===== src/verilog/key_display_settings.svh =====
// Screen geometry assumes 800x600 active video with 8x8 character cells and a 64-entry font ROM
`ifndef KEY_DISPLAY_SETTINGS_SVH
`define KEY_DISPLAY_SETTINGS_SVH

// Key statistics
`define HISTORY_LEN 31 // Characters kept on the history line
`define NUM_LETTERS 6 // Letters A to F

// Visible area
`define H_ACTIVE 800
`define V_ACTIVE 600
`define BORDER_OFFSET 32 // Border inset from each edge

// Text placement in pixels
`define HISTORY_LINE 280
`define COUNT_LINE 320
`define MESSAGE_START_COL 360
`define CELL_SHIFT 3 // 8 pixel cells

// Font ROM codes
`define CHAR_SPACE 6'o40
`define CHAR_DIGIT_BASE 6'o60 // Digit zero
`define CHAR_LETTER_A 6'o01 // Letters follow in order

// PS/2 set 2 make codes
`define SCAN_A 8'h1C
`define SCAN_B 8'h32
`define SCAN_C 8'h21
`define SCAN_D 8'h23
`define SCAN_E 8'h24
`define SCAN_F 8'h2B

`endif


===== src/verilog/key_display_pkg.sv =====
// Counts are two packed BCD digits, so the raw byte orders the same way as the decimal value
package key_display_pkg;

	// Font ROM address
	typedef logic [5:0] char_code_t;

	// One decimal digit, 0 to 9
	typedef logic [3:0] bcd_digit_t;

	// Press count, read as digits for display and as a byte for comparison
	typedef union packed {
		bcd_digit_t [1:0] digits; // [1] tens, [0] ones
		logic [7:0] raw;
	} bcd_count_u;

	// Screen position in pixels
	typedef logic [9:0] pixel_coord_t;

endpackage


===== src/verilog/key_event_decoder.sv =====
// Counts one event per rising edge of code_ready; a level held high or a break code adds nothing
`include "key_display_settings.svh"

module key_event_decoder
	import key_display_pkg::*;
(
	input logic CLOCK_50_I,
	input logic resetn,
	input logic [7:0] scan_code,
	input logic code_ready,
	input logic make_code,
	output logic key_valid,
	output char_code_t key_char,
	output logic [`NUM_LETTERS-1:0] letter_hit
);

	localparam logic [7:0] SCAN_TABLE [`NUM_LETTERS] = '{
		`SCAN_A, `SCAN_B, `SCAN_C, `SCAN_D, `SCAN_E, `SCAN_F
	};

	logic ready_q;

	always_ff @(posedge CLOCK_50_I or negedge resetn) begin
		if (!resetn) begin
			ready_q <= 1'b0;
		end else begin
			ready_q <= code_ready;
		end
	end

	assign key_valid = code_ready && !ready_q && make_code; // New press only

	always_comb begin
		key_char = `CHAR_SPACE; // Unmonitored keys show as blank
		letter_hit = '0;
		for (int i = 0; i < `NUM_LETTERS; i++) begin
			if (key_valid && scan_code == SCAN_TABLE[i]) begin
				letter_hit[i] = 1'b1;
				key_char = char_code_t'(`CHAR_LETTER_A + i);
			end
		end
	end

	// At most one counter steps per event, and none between events
	a_letter_hit_onehot: assert property (
		@(posedge CLOCK_50_I) disable iff (!resetn)
		$onehot0(letter_hit) && (key_valid || letter_hit == '0)
	);

endmodule


===== src/verilog/key_history.sv =====
// Entry 0 is the newest character; entries fall off the far end after HISTORY_LEN events
`include "key_display_settings.svh"

module key_history
	import key_display_pkg::*;
(
	input logic CLOCK_50_I,
	input logic resetn,
	input logic key_valid,
	input char_code_t key_char,
	output char_code_t history [`HISTORY_LEN]
);

	always_ff @(posedge CLOCK_50_I or negedge resetn) begin
		if (!resetn) begin
			for (int i = 0; i < `HISTORY_LEN; i++) begin
				history[i] <= `CHAR_SPACE; // Blank line after reset
			end
		end else if (key_valid) begin
			history[0] <= key_char;
			for (int i = 1; i < `HISTORY_LEN; i++) begin
				history[i] <= history[i-1]; // Older keys move right to left on screen
			end
		end
	end

endmodule


===== src/verilog/bcd_letter_counter.sv =====
// Two decimal digits only; the count wraps from 99 back to 00 with no overflow flag
module bcd_letter_counter
	import key_display_pkg::*;
(
	input logic CLOCK_50_I,
	input logic resetn,
	input logic inc,
	output bcd_count_u count
);

	always_ff @(posedge CLOCK_50_I or negedge resetn) begin
		if (!resetn) begin
			count.raw <= '0;
		end else if (inc) begin
			if (count.digits[0] == 4'd9) begin
				count.digits[0] <= 4'd0; // Carry into tens
				if (count.digits[1] == 4'd9) begin
					count.digits[1] <= 4'd0; // 99 wraps to 00
				end else begin
					count.digits[1] <= count.digits[1] + 4'd1;
				end
			end else begin
				count.digits[0] <= count.digits[0] + 4'd1;
			end
		end
	end

	// Raw byte comparison downstream relies on valid BCD
	a_digits_in_range: assert property (
		@(posedge CLOCK_50_I) disable iff (!resetn)
		count.digits[1] <= 4'd9 && count.digits[0] <= 4'd9
	);

endmodule


===== src/verilog/max_letter_select.sv =====
// Ties go to the earliest letter, A first; with every count at 00 the outputs point at A
`include "key_display_settings.svh"

module max_letter_select
	import key_display_pkg::*;
(
	input bcd_count_u counts [`NUM_LETTERS],
	output logic any_pressed,
	output char_code_t max_char,
	output bcd_count_u max_count
);

	always_comb begin
		max_count = counts[0];
		max_char = `CHAR_LETTER_A;
		for (int i = 1; i < `NUM_LETTERS; i++) begin
			if (counts[i].raw > max_count.raw) begin // Strictly greater keeps the earlier letter
				max_count = counts[i];
				max_char = char_code_t'(`CHAR_LETTER_A + i);
			end
		end
	end

	// Largest count is zero only when nothing was pressed
	assign any_pressed = (max_count.raw != '0);

endmodule


===== src/verilog/screen_overlay.sv =====
// Purely combinational; the caller must delay pixel_x itself if its font ROM has read latency
`include "key_display_settings.svh"

module screen_overlay
	import key_display_pkg::*;
(
	input pixel_coord_t pixel_x,
	input pixel_coord_t pixel_y,
	input char_code_t history [`HISTORY_LEN],
	input logic any_pressed,
	input char_code_t max_char,
	input bcd_count_u max_count,
	output char_code_t char_code,
	output logic border_on
);

	localparam int CELL_W = $bits(pixel_coord_t) - `CELL_SHIFT;

	localparam logic [CELL_W-1:0] START_CELL = CELL_W'(`MESSAGE_START_COL >> `CELL_SHIFT);
	localparam logic [CELL_W-1:0] HISTORY_ROW = CELL_W'(`HISTORY_LINE >> `CELL_SHIFT);
	localparam logic [CELL_W-1:0] COUNT_ROW = CELL_W'(`COUNT_LINE >> `CELL_SHIFT);

	localparam int NO_KEYS_LEN = 25;
	localparam logic [8*NO_KEYS_LEN-1:0] NO_KEYS_MSG = "NO MONITORED KEYS PRESSED";
	localparam int LETTER_POS = 4;
	localparam int PREFIX_LEN = 14;
	localparam logic [8*PREFIX_LEN-1:0] PREFIX_MSG = "KEY   PRESSED ";
	localparam int SUFFIX_LEN = 6;
	localparam logic [8*SUFFIX_LEN-1:0] SUFFIX_MSG = " TIMES";

	localparam pixel_coord_t BORDER_NEAR = `BORDER_OFFSET;
	localparam pixel_coord_t BORDER_RIGHT = `H_ACTIVE - `BORDER_OFFSET;
	localparam pixel_coord_t BORDER_BOTTOM = `V_ACTIVE - `BORDER_OFFSET;

	logic [CELL_W-1:0] cell_row;
	logic [CELL_W-1:0] cell_col;
	logic [CELL_W-1:0] col_off;
	logic in_text;
	logic two_digits;
	int num_len;
	char_code_t tens_char;
	char_code_t ones_char;

	// Maps upper case text, digits and space onto the font ROM order
	function automatic char_code_t ascii_to_char(input logic [7:0] c);
		char_code_t code;
		if (c == " ") begin
			code = `CHAR_SPACE;
		end else if (c >= "0" && c <= "9") begin
			code = `CHAR_DIGIT_BASE + char_code_t'(c - "0");
		end else begin
			code = `CHAR_LETTER_A + char_code_t'(c - "A");
		end
		return code;
	endfunction

	assign cell_row = pixel_y[$bits(pixel_coord_t)-1:`CELL_SHIFT];
	assign cell_col = pixel_x[$bits(pixel_coord_t)-1:`CELL_SHIFT];
	assign col_off = cell_col - START_CELL;
	assign in_text = (cell_col >= START_CELL);

	assign two_digits = (max_count.digits[1] != '0); // Leading zero suppressed
	assign num_len = two_digits ? 2 : 1;
	assign tens_char = `CHAR_DIGIT_BASE + char_code_t'(max_count.digits[1]);
	assign ones_char = `CHAR_DIGIT_BASE + char_code_t'(max_count.digits[0]);

	always_comb begin
		char_code = `CHAR_SPACE;
		if (in_text && cell_row == HISTORY_ROW) begin
			if (col_off < `HISTORY_LEN) begin
				char_code = history[`HISTORY_LEN - 1 - int'(col_off)]; // Newest at the right end
			end
		end else if (in_text && cell_row == COUNT_ROW) begin
			if (!any_pressed) begin
				if (col_off < NO_KEYS_LEN) begin
					char_code = ascii_to_char(NO_KEYS_MSG[8*(NO_KEYS_LEN-1-int'(col_off)) +: 8]);
				end
			end else if (col_off == LETTER_POS) begin
				char_code = max_char;
			end else if (col_off < PREFIX_LEN) begin
				char_code = ascii_to_char(PREFIX_MSG[8*(PREFIX_LEN-1-int'(col_off)) +: 8]);
			end else if (col_off < PREFIX_LEN + num_len) begin
				if (two_digits && col_off == PREFIX_LEN) begin
					char_code = tens_char;
				end else begin
					char_code = ones_char;
				end
			end else if (col_off < PREFIX_LEN + num_len + SUFFIX_LEN) begin
				// Suffix slides one cell right for two digit counts
				char_code = ascii_to_char(
					SUFFIX_MSG[8*(SUFFIX_LEN-1-(int'(col_off)-PREFIX_LEN-num_len)) +: 8]);
			end
		end
	end

	always_comb begin
		border_on = 1'b0;
		if (pixel_x == BORDER_NEAR || pixel_x == BORDER_RIGHT) begin
			if (pixel_y >= BORDER_NEAR && pixel_y < BORDER_BOTTOM) begin
				border_on = 1'b1; // Left and right edges
			end
		end
		if (pixel_y == BORDER_NEAR || pixel_y == BORDER_BOTTOM) begin
			if (pixel_x >= BORDER_NEAR && pixel_x < BORDER_RIGHT) begin
				border_on = 1'b1; // Top and bottom edges
			end
		end
	end

endmodule


===== src/verilog/key_stats_display.sv =====
// Expects decoded scan codes and pixel coordinates from outside; char_code feeds an external font ROM
`include "key_display_settings.svh"

module key_stats_display
	import key_display_pkg::*;
(
	input logic CLOCK_50_I,
	input logic resetn,
	input logic [7:0] scan_code,
	input logic code_ready,
	input logic make_code,
	input pixel_coord_t pixel_x,
	input pixel_coord_t pixel_y,
	output char_code_t char_code,
	output logic border_on
);

	logic key_valid;
	char_code_t key_char;
	logic [`NUM_LETTERS-1:0] letter_hit;

	char_code_t history [`HISTORY_LEN];
	bcd_count_u counts [`NUM_LETTERS];

	logic any_pressed;
	char_code_t max_char;
	bcd_count_u max_count;

	key_event_decoder decoder_unit (
		.CLOCK_50_I(CLOCK_50_I),
		.resetn(resetn),
		.scan_code(scan_code),
		.code_ready(code_ready),
		.make_code(make_code),
		.key_valid(key_valid),
		.key_char(key_char),
		.letter_hit(letter_hit)
	);

	key_history history_unit (
		.CLOCK_50_I(CLOCK_50_I),
		.resetn(resetn),
		.key_valid(key_valid),
		.key_char(key_char),
		.history(history)
	);

	// One counter per monitored letter
	for (genvar i = 0; i < `NUM_LETTERS; i++) begin : g_letter
		bcd_letter_counter counter_unit (
			.CLOCK_50_I(CLOCK_50_I),
			.resetn(resetn),
			.inc(letter_hit[i]),
			.count(counts[i])
		);
	end

	max_letter_select select_unit (
		.counts(counts),
		.any_pressed(any_pressed),
		.max_char(max_char),
		.max_count(max_count)
	);

	screen_overlay overlay_unit (
		.pixel_x(pixel_x),
		.pixel_y(pixel_y),
		.history(history),
		.any_pressed(any_pressed),
		.max_char(max_char),
		.max_count(max_count),
		.char_code(char_code),
		.border_on(border_on)
	);

endmodule


===== config.mk =====
export PLATFORM = sky130hd
export DESIGN_NAME = key_stats_display
export DESIGN_NICKNAME = d
export VERILOG_FILES = /design/src/verilog/key_display_pkg.sv /design/src/verilog/key_event_decoder.sv /design/src/verilog/key_history.sv /design/src/verilog/bcd_letter_counter.sv /design/src/verilog/max_letter_select.sv /design/src/verilog/screen_overlay.sv /design/src/verilog/key_stats_display.sv
export VERILOG_INCLUDE_DIRS = /design/src /design/src/verilog
export SDC_FILE = /design/constraint.sdc
export NUM_CORES = 1
export LEC_CHECK = 0
export ABC_AREA = 1
export BUFFER_PORTS_ARGS = -buffer_cell sky130_fd_sc_hd__buf_2
export CAP_MARGIN = 25
export CORE_MARGIN = 4
export CORE_UTILIZATION = 60
export DETAILED_ROUTE_END_ITERATION = 7
export PLACE_DENSITY = 0.77
export SYNTH_ARGS = -nofsm -noshare
export SYNTH_HDL_FRONTEND = slang
export SYNTH_SLANG_ARGS = --single-unit

===== constraint.sdc =====
create_clock -name CLOCK_50_I -period 11.8 [get_ports CLOCK_50_I]
set_input_delay 0.59 -clock CLOCK_50_I [delete_from_list [all_inputs] [get_ports CLOCK_50_I]]
set_output_delay 0.59 -clock CLOCK_50_I [all_outputs]
set_load 0.01 [all_outputs]

==> results_dict.tcl, run 1 <==
set metrics [dict create \
    finalWirelength_mm 27.4 \
    clk_path_buf_depth 2 \
    hold_class "in2async" \
    num_antenna_cells 0 \
    grt_remaining_overflow 0 \
    vias 10056 \
    netlist-cell-type-count 53 \
    synth.most_common_cell "nand2_1" \
    timing.reg2reg.worst_path_depth 11 \
    syn_nets 1589 \
    critical_path.reg2reg.endpoint "g_letter[3].counter_unit.count[7]" \
    power_report.internal_total_uw 1100 \
    synth.top_cells.by_count "nand2_1, inv_1, o21ai_0, dfrtp_1, nor2_1" \
    cell_types_with_the_largest_area_share_after_synthesis "dfrtp_1, nand2_1, dfstp_2, inv_1, o21ai_0" \
    finalSetupTns_ns 0 \
    grt_setup_unrepaired "false" \
    design.core.area_um2 18000 \
    detailedPlace.worstSlack_ns 1.82 \
    cts_tree "yes" \
    worstSetupPathType "reg2out" \
    worstSetupEndpointType "output pin" \
    clock-skew-final_ns 0.00884 \
    gate_count_of_the_mapped_netlist 1502 \
    avgViaCountPerCell 5.70 \
    vias_in_the_first_global_route 9514 \
    design.final.nets 1610 \
    worst_reg2reg_setup_slack_ns 8.71 \
    synth-main-ff-cell "dfrtp_1" \
    drc_errors 0 \
    boundaryPins 39 \
    worst_path_max_delay_cell "dfrtp_1" \
    design.die.area_um2 20700 \
    dpl.hpwl_mm 18.7 \
    synth-edff-count 0 \
    timing.final.ws_setup_ns 1.20 \
    worst_pin_slew_ns 0.870 \
    synth_area_per_cell_um2 7.37 \
    critical_path.max_stage_delay_ns 0.39 \
    final.hold.worst_slack_ns 0.208 \
    maximum_number_of_pins_on_one_net_before_global_route_repair 97 \
    synth.largest_area_cell "dfrtp_1" \
    power_per_cell_area_nw_per_um2 135 \
    hold_violations 0 \
    die-width_um 144 \
    placement_rows 49 \
    cts_repair_resize_count 0 \
    finalCritPeriodShare_pct 89.9 \
    drive_gt1_share_pct 9.70 \
    drt-initial-drc-count 862 \
    synth.yosys.seq_area_share_pct 39.5 \
    report.final.slew_viol_count 0 \
    seqPwrFrac_pct 46.5 \
    routabilityCongestion 1.00 \
    worst_r2r_startpoint "decoder_unit.ready_q" \
    antenna_violations_before_repair 0 \
    number_of_buffers_created_by_cts 17 \
    p_sw_share_pct 32.4 \
    run_status "finished, final reports clean" \
    h-tree-depth 4 \
    comb_power_share_pct 19.5 \
    layout-area-overhead-vs-synth_pct 8.86 \
    grt_first_pass_wirelength_mm 46.4 \
    proportion_of_register_bits_with_asynchronous_set_or_reset_after_synthesis_pct 100 \
    timing.max_slew.rel_slack_pct 42.0 \
    global_route.usage.total_pct 27.6 \
    detailedRoute.firstPassIterationCount 6 \
    final_setup_violation_count 0 \
    vdd.ir_drop.worst_mv 0.107 \
    critPathMaxFanout 18 \
    postRouteAntennaNets 0 \
    cell_area_synth_um2 11100 \
    p_sw_uw 528 \
    finalWorstPathRequiredPeriod_ns 10.60 \
    power_frac_clock_pct 34.1 \
    maxClockFrequency_mhz 94.3 \
    placement.io_buffers 38 \
    finalPower_uw 1630 \
    cts.reportedPaths.clkPinSlew_ns 0.08 \
    routed_wire_length_per_instance_um 15.5 \
    initial_utilization_pct 61.4 \
    worst_skew_pair.late_latency_ns 0.43 \
    startpoint_type "flip-flop" \
    die_h_um 144 \
    clockRootBuffer "clkbuf_16" \
    synth_seq_cells 173 \
    cts_post_setup_buffers_inserted 0 \
    worst_path_most_repeated_cell "nand2_1" \
    drv.max_cap_violation_count 0 \
    numClockSinks 173 \
    postCtsHoldBufs 0 \
    synth-warning-count 0 \
    required_arrival_time_at_the_worst_endpoint_ns 11.21 \
    power_leakage_uw 0.00598 \
    worst-endpoint-arrival_ns 10.01 \
    synth_top_cell_area_share_pct 32.1 \
]
-- logic make-up (layout without fill, tap and decap cells) --
| family | Yosys count | in the layout | share of synthesized area [%] |
|---|---|---|---|
| DFF | 173 | 173 | 39.5 |
| xor gates and xnor gates | 32 | 32 | 2.53 |
| buffers and inverters | 262 | 296 | 9.01 |
| and+or+nand+nor | 659 | 659 | 25.2 |
| muxes | 2 | 2 | 0.181 |
| adders and majority gates | 55 | 55 | 6.42 |
| AOI/OAI and AO/OA | 319 | 319 | 17.2 |
-- cell usage in the layout, fill, tap and decap left out, types with 4 or more instances in the layout --
cell,count
o21ai_2,5
nand4_1,18
a211oi_1,10
nand2_4,6
nand3_1,63
dfrtp_1,142
o22ai_1,28
o311ai_0,8
inv_2,8
a31oi_1,8
o31ai_1,4
nand2_1,408
nand2_2,12
a22oi_1,15
o211ai_1,7
inv_1,203
o21ai_0,146
buf_4,9
o221ai_1,4
buf_2,37
xor2_1,28
inv_8,5
nor4_1,11
a21oi_1,47
a221oi_1,9
o21bai_1,4
clkbuf_16,17
nor3_1,24
ha_1,52
dfstp_2,31
o21ai_1,7
clkinv_1,4
o2111ai_1,5
xnor2_1,4
nor2_1,106
-- how the worst max path moves through the flow --
stage / cells past startpoint / start / end / slack, ns
finish: 65 / g_letter[0].counter_unit.count[1] / char_code[2] / 1.20
global route: 69 / g_letter[0].counter_unit.count[1] / char_code[2] / 0.16
CTS: 68 / g_letter[0].counter_unit.count[1] / char_code[2] / 1.27
detailed placement: 68 / g_letter[0].counter_unit.count[1] / char_code[2] / 1.82
global placement: 67 / g_letter[0].counter_unit.count[6] / char_code[2] / 2.22
floorplan: 68 / g_letter[0].counter_unit.count[1] / char_code[2] / 2.69
-- area by class of cell --
class / instances / area, um^2
fillers: 1586 / 5980
multi-input cells: 1067 / 5710
flip-flops and latches: 173 / 4370
inverters: 215 / 807
clock buffers: 20 / 457
repair buffers: 49 / 297
well taps: 229 / 287
clock inverters: 12 / 123
-- state kept, by name, summed over array words and instances (netlist names) --
register / count
history_unit.history: 124
g_letter.counter_unit.count: 48
decoder_unit.ready_q: 1
-- critical path: cells and delay by family (launching register included) --
family	cells	cell delay, ns
adders and majority gates	8	2.38
and+or+nand+nor	35	3.21
AOI/OAI and AO/OA	13	2.48
xor gates and xnor gates	1	0.20
buffers and inverters	8	0.88
DFF	1	0.39
-- layer usage --
metal,vias up,wire [um],global-route usage (%)
met3,28,1700,4.36
li1,5004,-,-
met2,295,12600,44.1
met5,-,0,0
met4,0,265,6.19
met1,4729,12800,40.1
-- power groups by stage --
| stage | Clock, uW | Sequential (uW) | Combinational [uW] |
|---|---|---|---|
| 6_report | 554 | 756 | 317 |
| 5_1_grt | 588 | 767 | 364 |
| 4_1_cts | 562 | 755 | 314 |
| 3_5_place_dp | 0 | 764 | 312 |
| 3_3_place_gp | 0 | 763 | 303 |
| 2_1_floorplan | 0 | 749 | 229 |
-- metrics by stage --
step,cells,instance area [um^2],utilization [%]
floorplan,1502,11100,-
global placement,1731,11400,63.4
detailed placement,1731,11400,63.4
CTS,1763,12000,66.7
global route,1765,12000,66.8
finish,1765,12000,66.8
Power figures use the tool's default switching activity.
==> run 2, diff against run 1 <==
--- a/config.mk
+++ b/config.mk
@@ -10,9 +10,9 @@
 export BUFFER_PORTS_ARGS = -buffer_cell sky130_fd_sc_hd__buf_2
 export CAP_MARGIN = 25
 export CORE_MARGIN = 4
-export CORE_UTILIZATION = 60
+export CORE_UTILIZATION = 32
 export DETAILED_ROUTE_END_ITERATION = 7
-export PLACE_DENSITY = 0.77
+export PLACE_DENSITY = 0.46
 export SYNTH_ARGS = -nofsm -noshare
 export SYNTH_HDL_FRONTEND = slang
 export SYNTH_SLANG_ARGS = --single-unit
==> run 2 against run 1 <==
  * Non-clock buffer count increased by 3
  * Sequential cell count unchanged
  * Combinational power increased by 2%
  * Fmax increased by 0.74%
  * Register-to-register slack improved by 0.04 ns
  * Final cell count increased by 13%
  * Worst hold slack got worse by 0.11 ns
  * Clock power increased by 4%
  * Via count decreased by 1.9%
  * Critical path depth unchanged
  * Die area increased by 82%
  * Critical endpoint unchanged
==> results_dict.tcl, run 2 (synthesis results as in run 1) <==
set metrics [dict create \
    design.core.area_um2 33800 \
    grt_setup_unrepaired "false" \
    initial_utilization_pct 32.8 \
    cts.reportedPaths.clkPinSlew_ns 0.07 \
    final_setup_violation_count 0 \
    grt_remaining_overflow 0 \
    design.die.area_um2 37600 \
    largest_register "history_unit.history" \
    cts_post_setup_buffers_inserted 0 \
    report.final.slew_viol_count 0 \
    postCtsHoldBufs 0 \
    number_of_flip_flops_in_the_largest_register 124 \
    timing.max_slew.rel_slack_pct 41.4 \
    gr-max-usage-layer "met2" \
    detailedPlace.worstSlack_ns 1.54 \
    critPathMaxFanout 18 \
    gr-usage-met2_pct 25.2 \
    finalWorstPathRequiredPeriod_ns 10.53 \
    comb_power_share_pct 19.5 \
    clock-skew-final_ns 0.0139 \
    worst_pin_slew_ns 0.880 \
    finalSetupTns_ns 0 \
    vias 9866 \
    worst_path_most_repeated_cell "nand2_1" \
    finalCritPeriodShare_pct 89.2 \
    die-width_um 194 \
    detailedRoute.firstPassIterationCount 5 \
    finalWirelength_mm 30.3 \
    hold_violations 0 \
    maximum_number_of_pins_on_one_net_before_global_route_repair 101 \
    global_route.usage.total_pct 16.2 \
    most-common-layout-cells "nand2_1, inv_1, o21ai_0" \
    required_arrival_time_at_the_worst_endpoint_ns 11.21 \
    grt_first_pass_wirelength_mm 50.7 \
    finalPower_uw 1650 \
    layout_commonest_cell "nand2_1" \
    worstSetupPathType "reg2out" \
    seqPwrFrac_pct 45.7 \
    number_of_buffers_created_by_cts 17 \
    layout-area-overhead-vs-synth_pct 12.0 \
    design_area_um2 12400 \
    run_status "finished, final reports clean" \
    routabilityCongestion 0.885 \
    p_sw_share_pct 33.2 \
    clk_path_buf_depth 2 \
    grt.met1_usage_pct 23.4 \
    power_per_cell_area_nw_per_um2 133 \
    antenna_violations_before_repair 1 \
    grt_util_met3_pct 3.13 \
    routed_wire_length_per_instance_um 15.2 \
    timing.final.ws_setup_ns 1.27 \
    die_h_um 194 \
    worst-endpoint-arrival_ns 9.94 \
    worstSetupEndpointType "output pin" \
    power_leakage_uw 0.00602 \
    design.final.nets 1613 \
    drv.max_cap_violation_count 0 \
    maxClockFrequency_mhz 95.0 \
    startpoint_type "flip-flop" \
    postRouteAntennaNets 0 \
    dpl.hpwl_mm 20.7 \
    boundaryPins 39 \
    h-tree-depth 4 \
    num_antenna_cells 0 \
    avgViaCountPerCell 4.97 \
    drive_gt1_share_pct 10.0 \
    cts_tree "yes" \
    clockRootBuffer "clkbuf_16" \
    drc_errors 0 \
    placement.io_buffers 38 \
    vdd.ir_drop.worst_mv 0.0928 \
    drt-initial-drc-count 745 \
    placement_rows 67 \
    placed_cell_area_um2 11700 \
    cts_repair_resize_count 0 \
    top_regs "history_unit.history: 124 flops, g_letter.counter_unit.count: 48 flops, decoder_unit.ready_q: 1 flops" \
    p_sw_uw 547 \
    power_frac_clock_pct 34.8 \
    worst_path_max_delay_cell "dfrtp_1" \
    worst_skew_pair.late_latency_ns 0.44 \
    vias_in_the_first_global_route 9586 \
    critical_path.max_stage_delay_ns 0.41 \
    hold_class "in2async" \
    power_report.internal_total_uw 1100 \
    numClockSinks 173 \
]
[run 2: path summary, 6_finish.rpt]
path / start / endpoint / slack [ns] / depth (start not counted)
worst min-delay path: resetn / g_letter[1].counter_unit.count[1] / 0.1 / 1
worst max-delay path: g_letter[0].counter_unit.count[2] / char_code[2] / 1.27 / 65
worst max register to register: decoder_unit.ready_q / g_letter[3].counter_unit.count[7] / 8.75 / 11
max in group asynchronous: resetn / history_unit.history[149] / 10.30 / 4
worst min register to register: history_unit.history[131] / history_unit.history[131] / 0.47 / 2
min in group CLOCK_50_I: code_ready / decoder_unit.ready_q / 0.28 / 1
[run 2: critical path, delay by kind of cell (launching register included)]
family | cells | cell delay, ns
AOI/OAI and AO/OA | 13 | 2.47
xor gates and xnor gates | 1 | 0.29
adders and majority gates | 8 | 2.29
buffers and inverters | 9 | 0.91
DFF | 1 | 0.41
and+or+nand+nor | 34 | 3.11
[run 2: power by group through the flow]
stage,clock (uW),sequential (uW),combinational (uW)
final,574,755,322
after global routing,614,769,372
after CTS,592,755,322
after detailed placement,0,764,320
after global placement,0,764,320
after floorplan,0,749,229
[run 2: final cells by class]
class / instances / area, um^2
clock buffer: 18 / 450
clock inverter: 14 / 149
timing repair buffer: 52 / 343
tap: 448 / 561
multi-input combinational: 1067 / 5710
fill: 3591 / 21400
sequential: 173 / 4370
inverter: 215 / 807
[run 2: metal layers]
| layer | share of wire [%] | wire length [um] |
|---|---|---|
| met1 | 51 | 15600 |
| met2 | 44 | 13200 |
| met3 | 3.7 | 1120 |
| met4 | 1.2 | 349 |
| met5 | 0.033 | 10 |
[run 2: stage by stage]
| stage | hold WS, ns | std cells | utilization [%] |
|---|---|---|---|
| floorplan | 0.294 | 1502 | - |
| global placement | 0.457 | 1951 | 34.7 |
| detailed placement | 0.464 | 1952 | 34.7 |
| CTS | 0.262 | 1984 | 36.5 |
| global route | 0.123 | 1987 | 36.7 |
| finish | 0.0986 | 1987 | 36.7 |
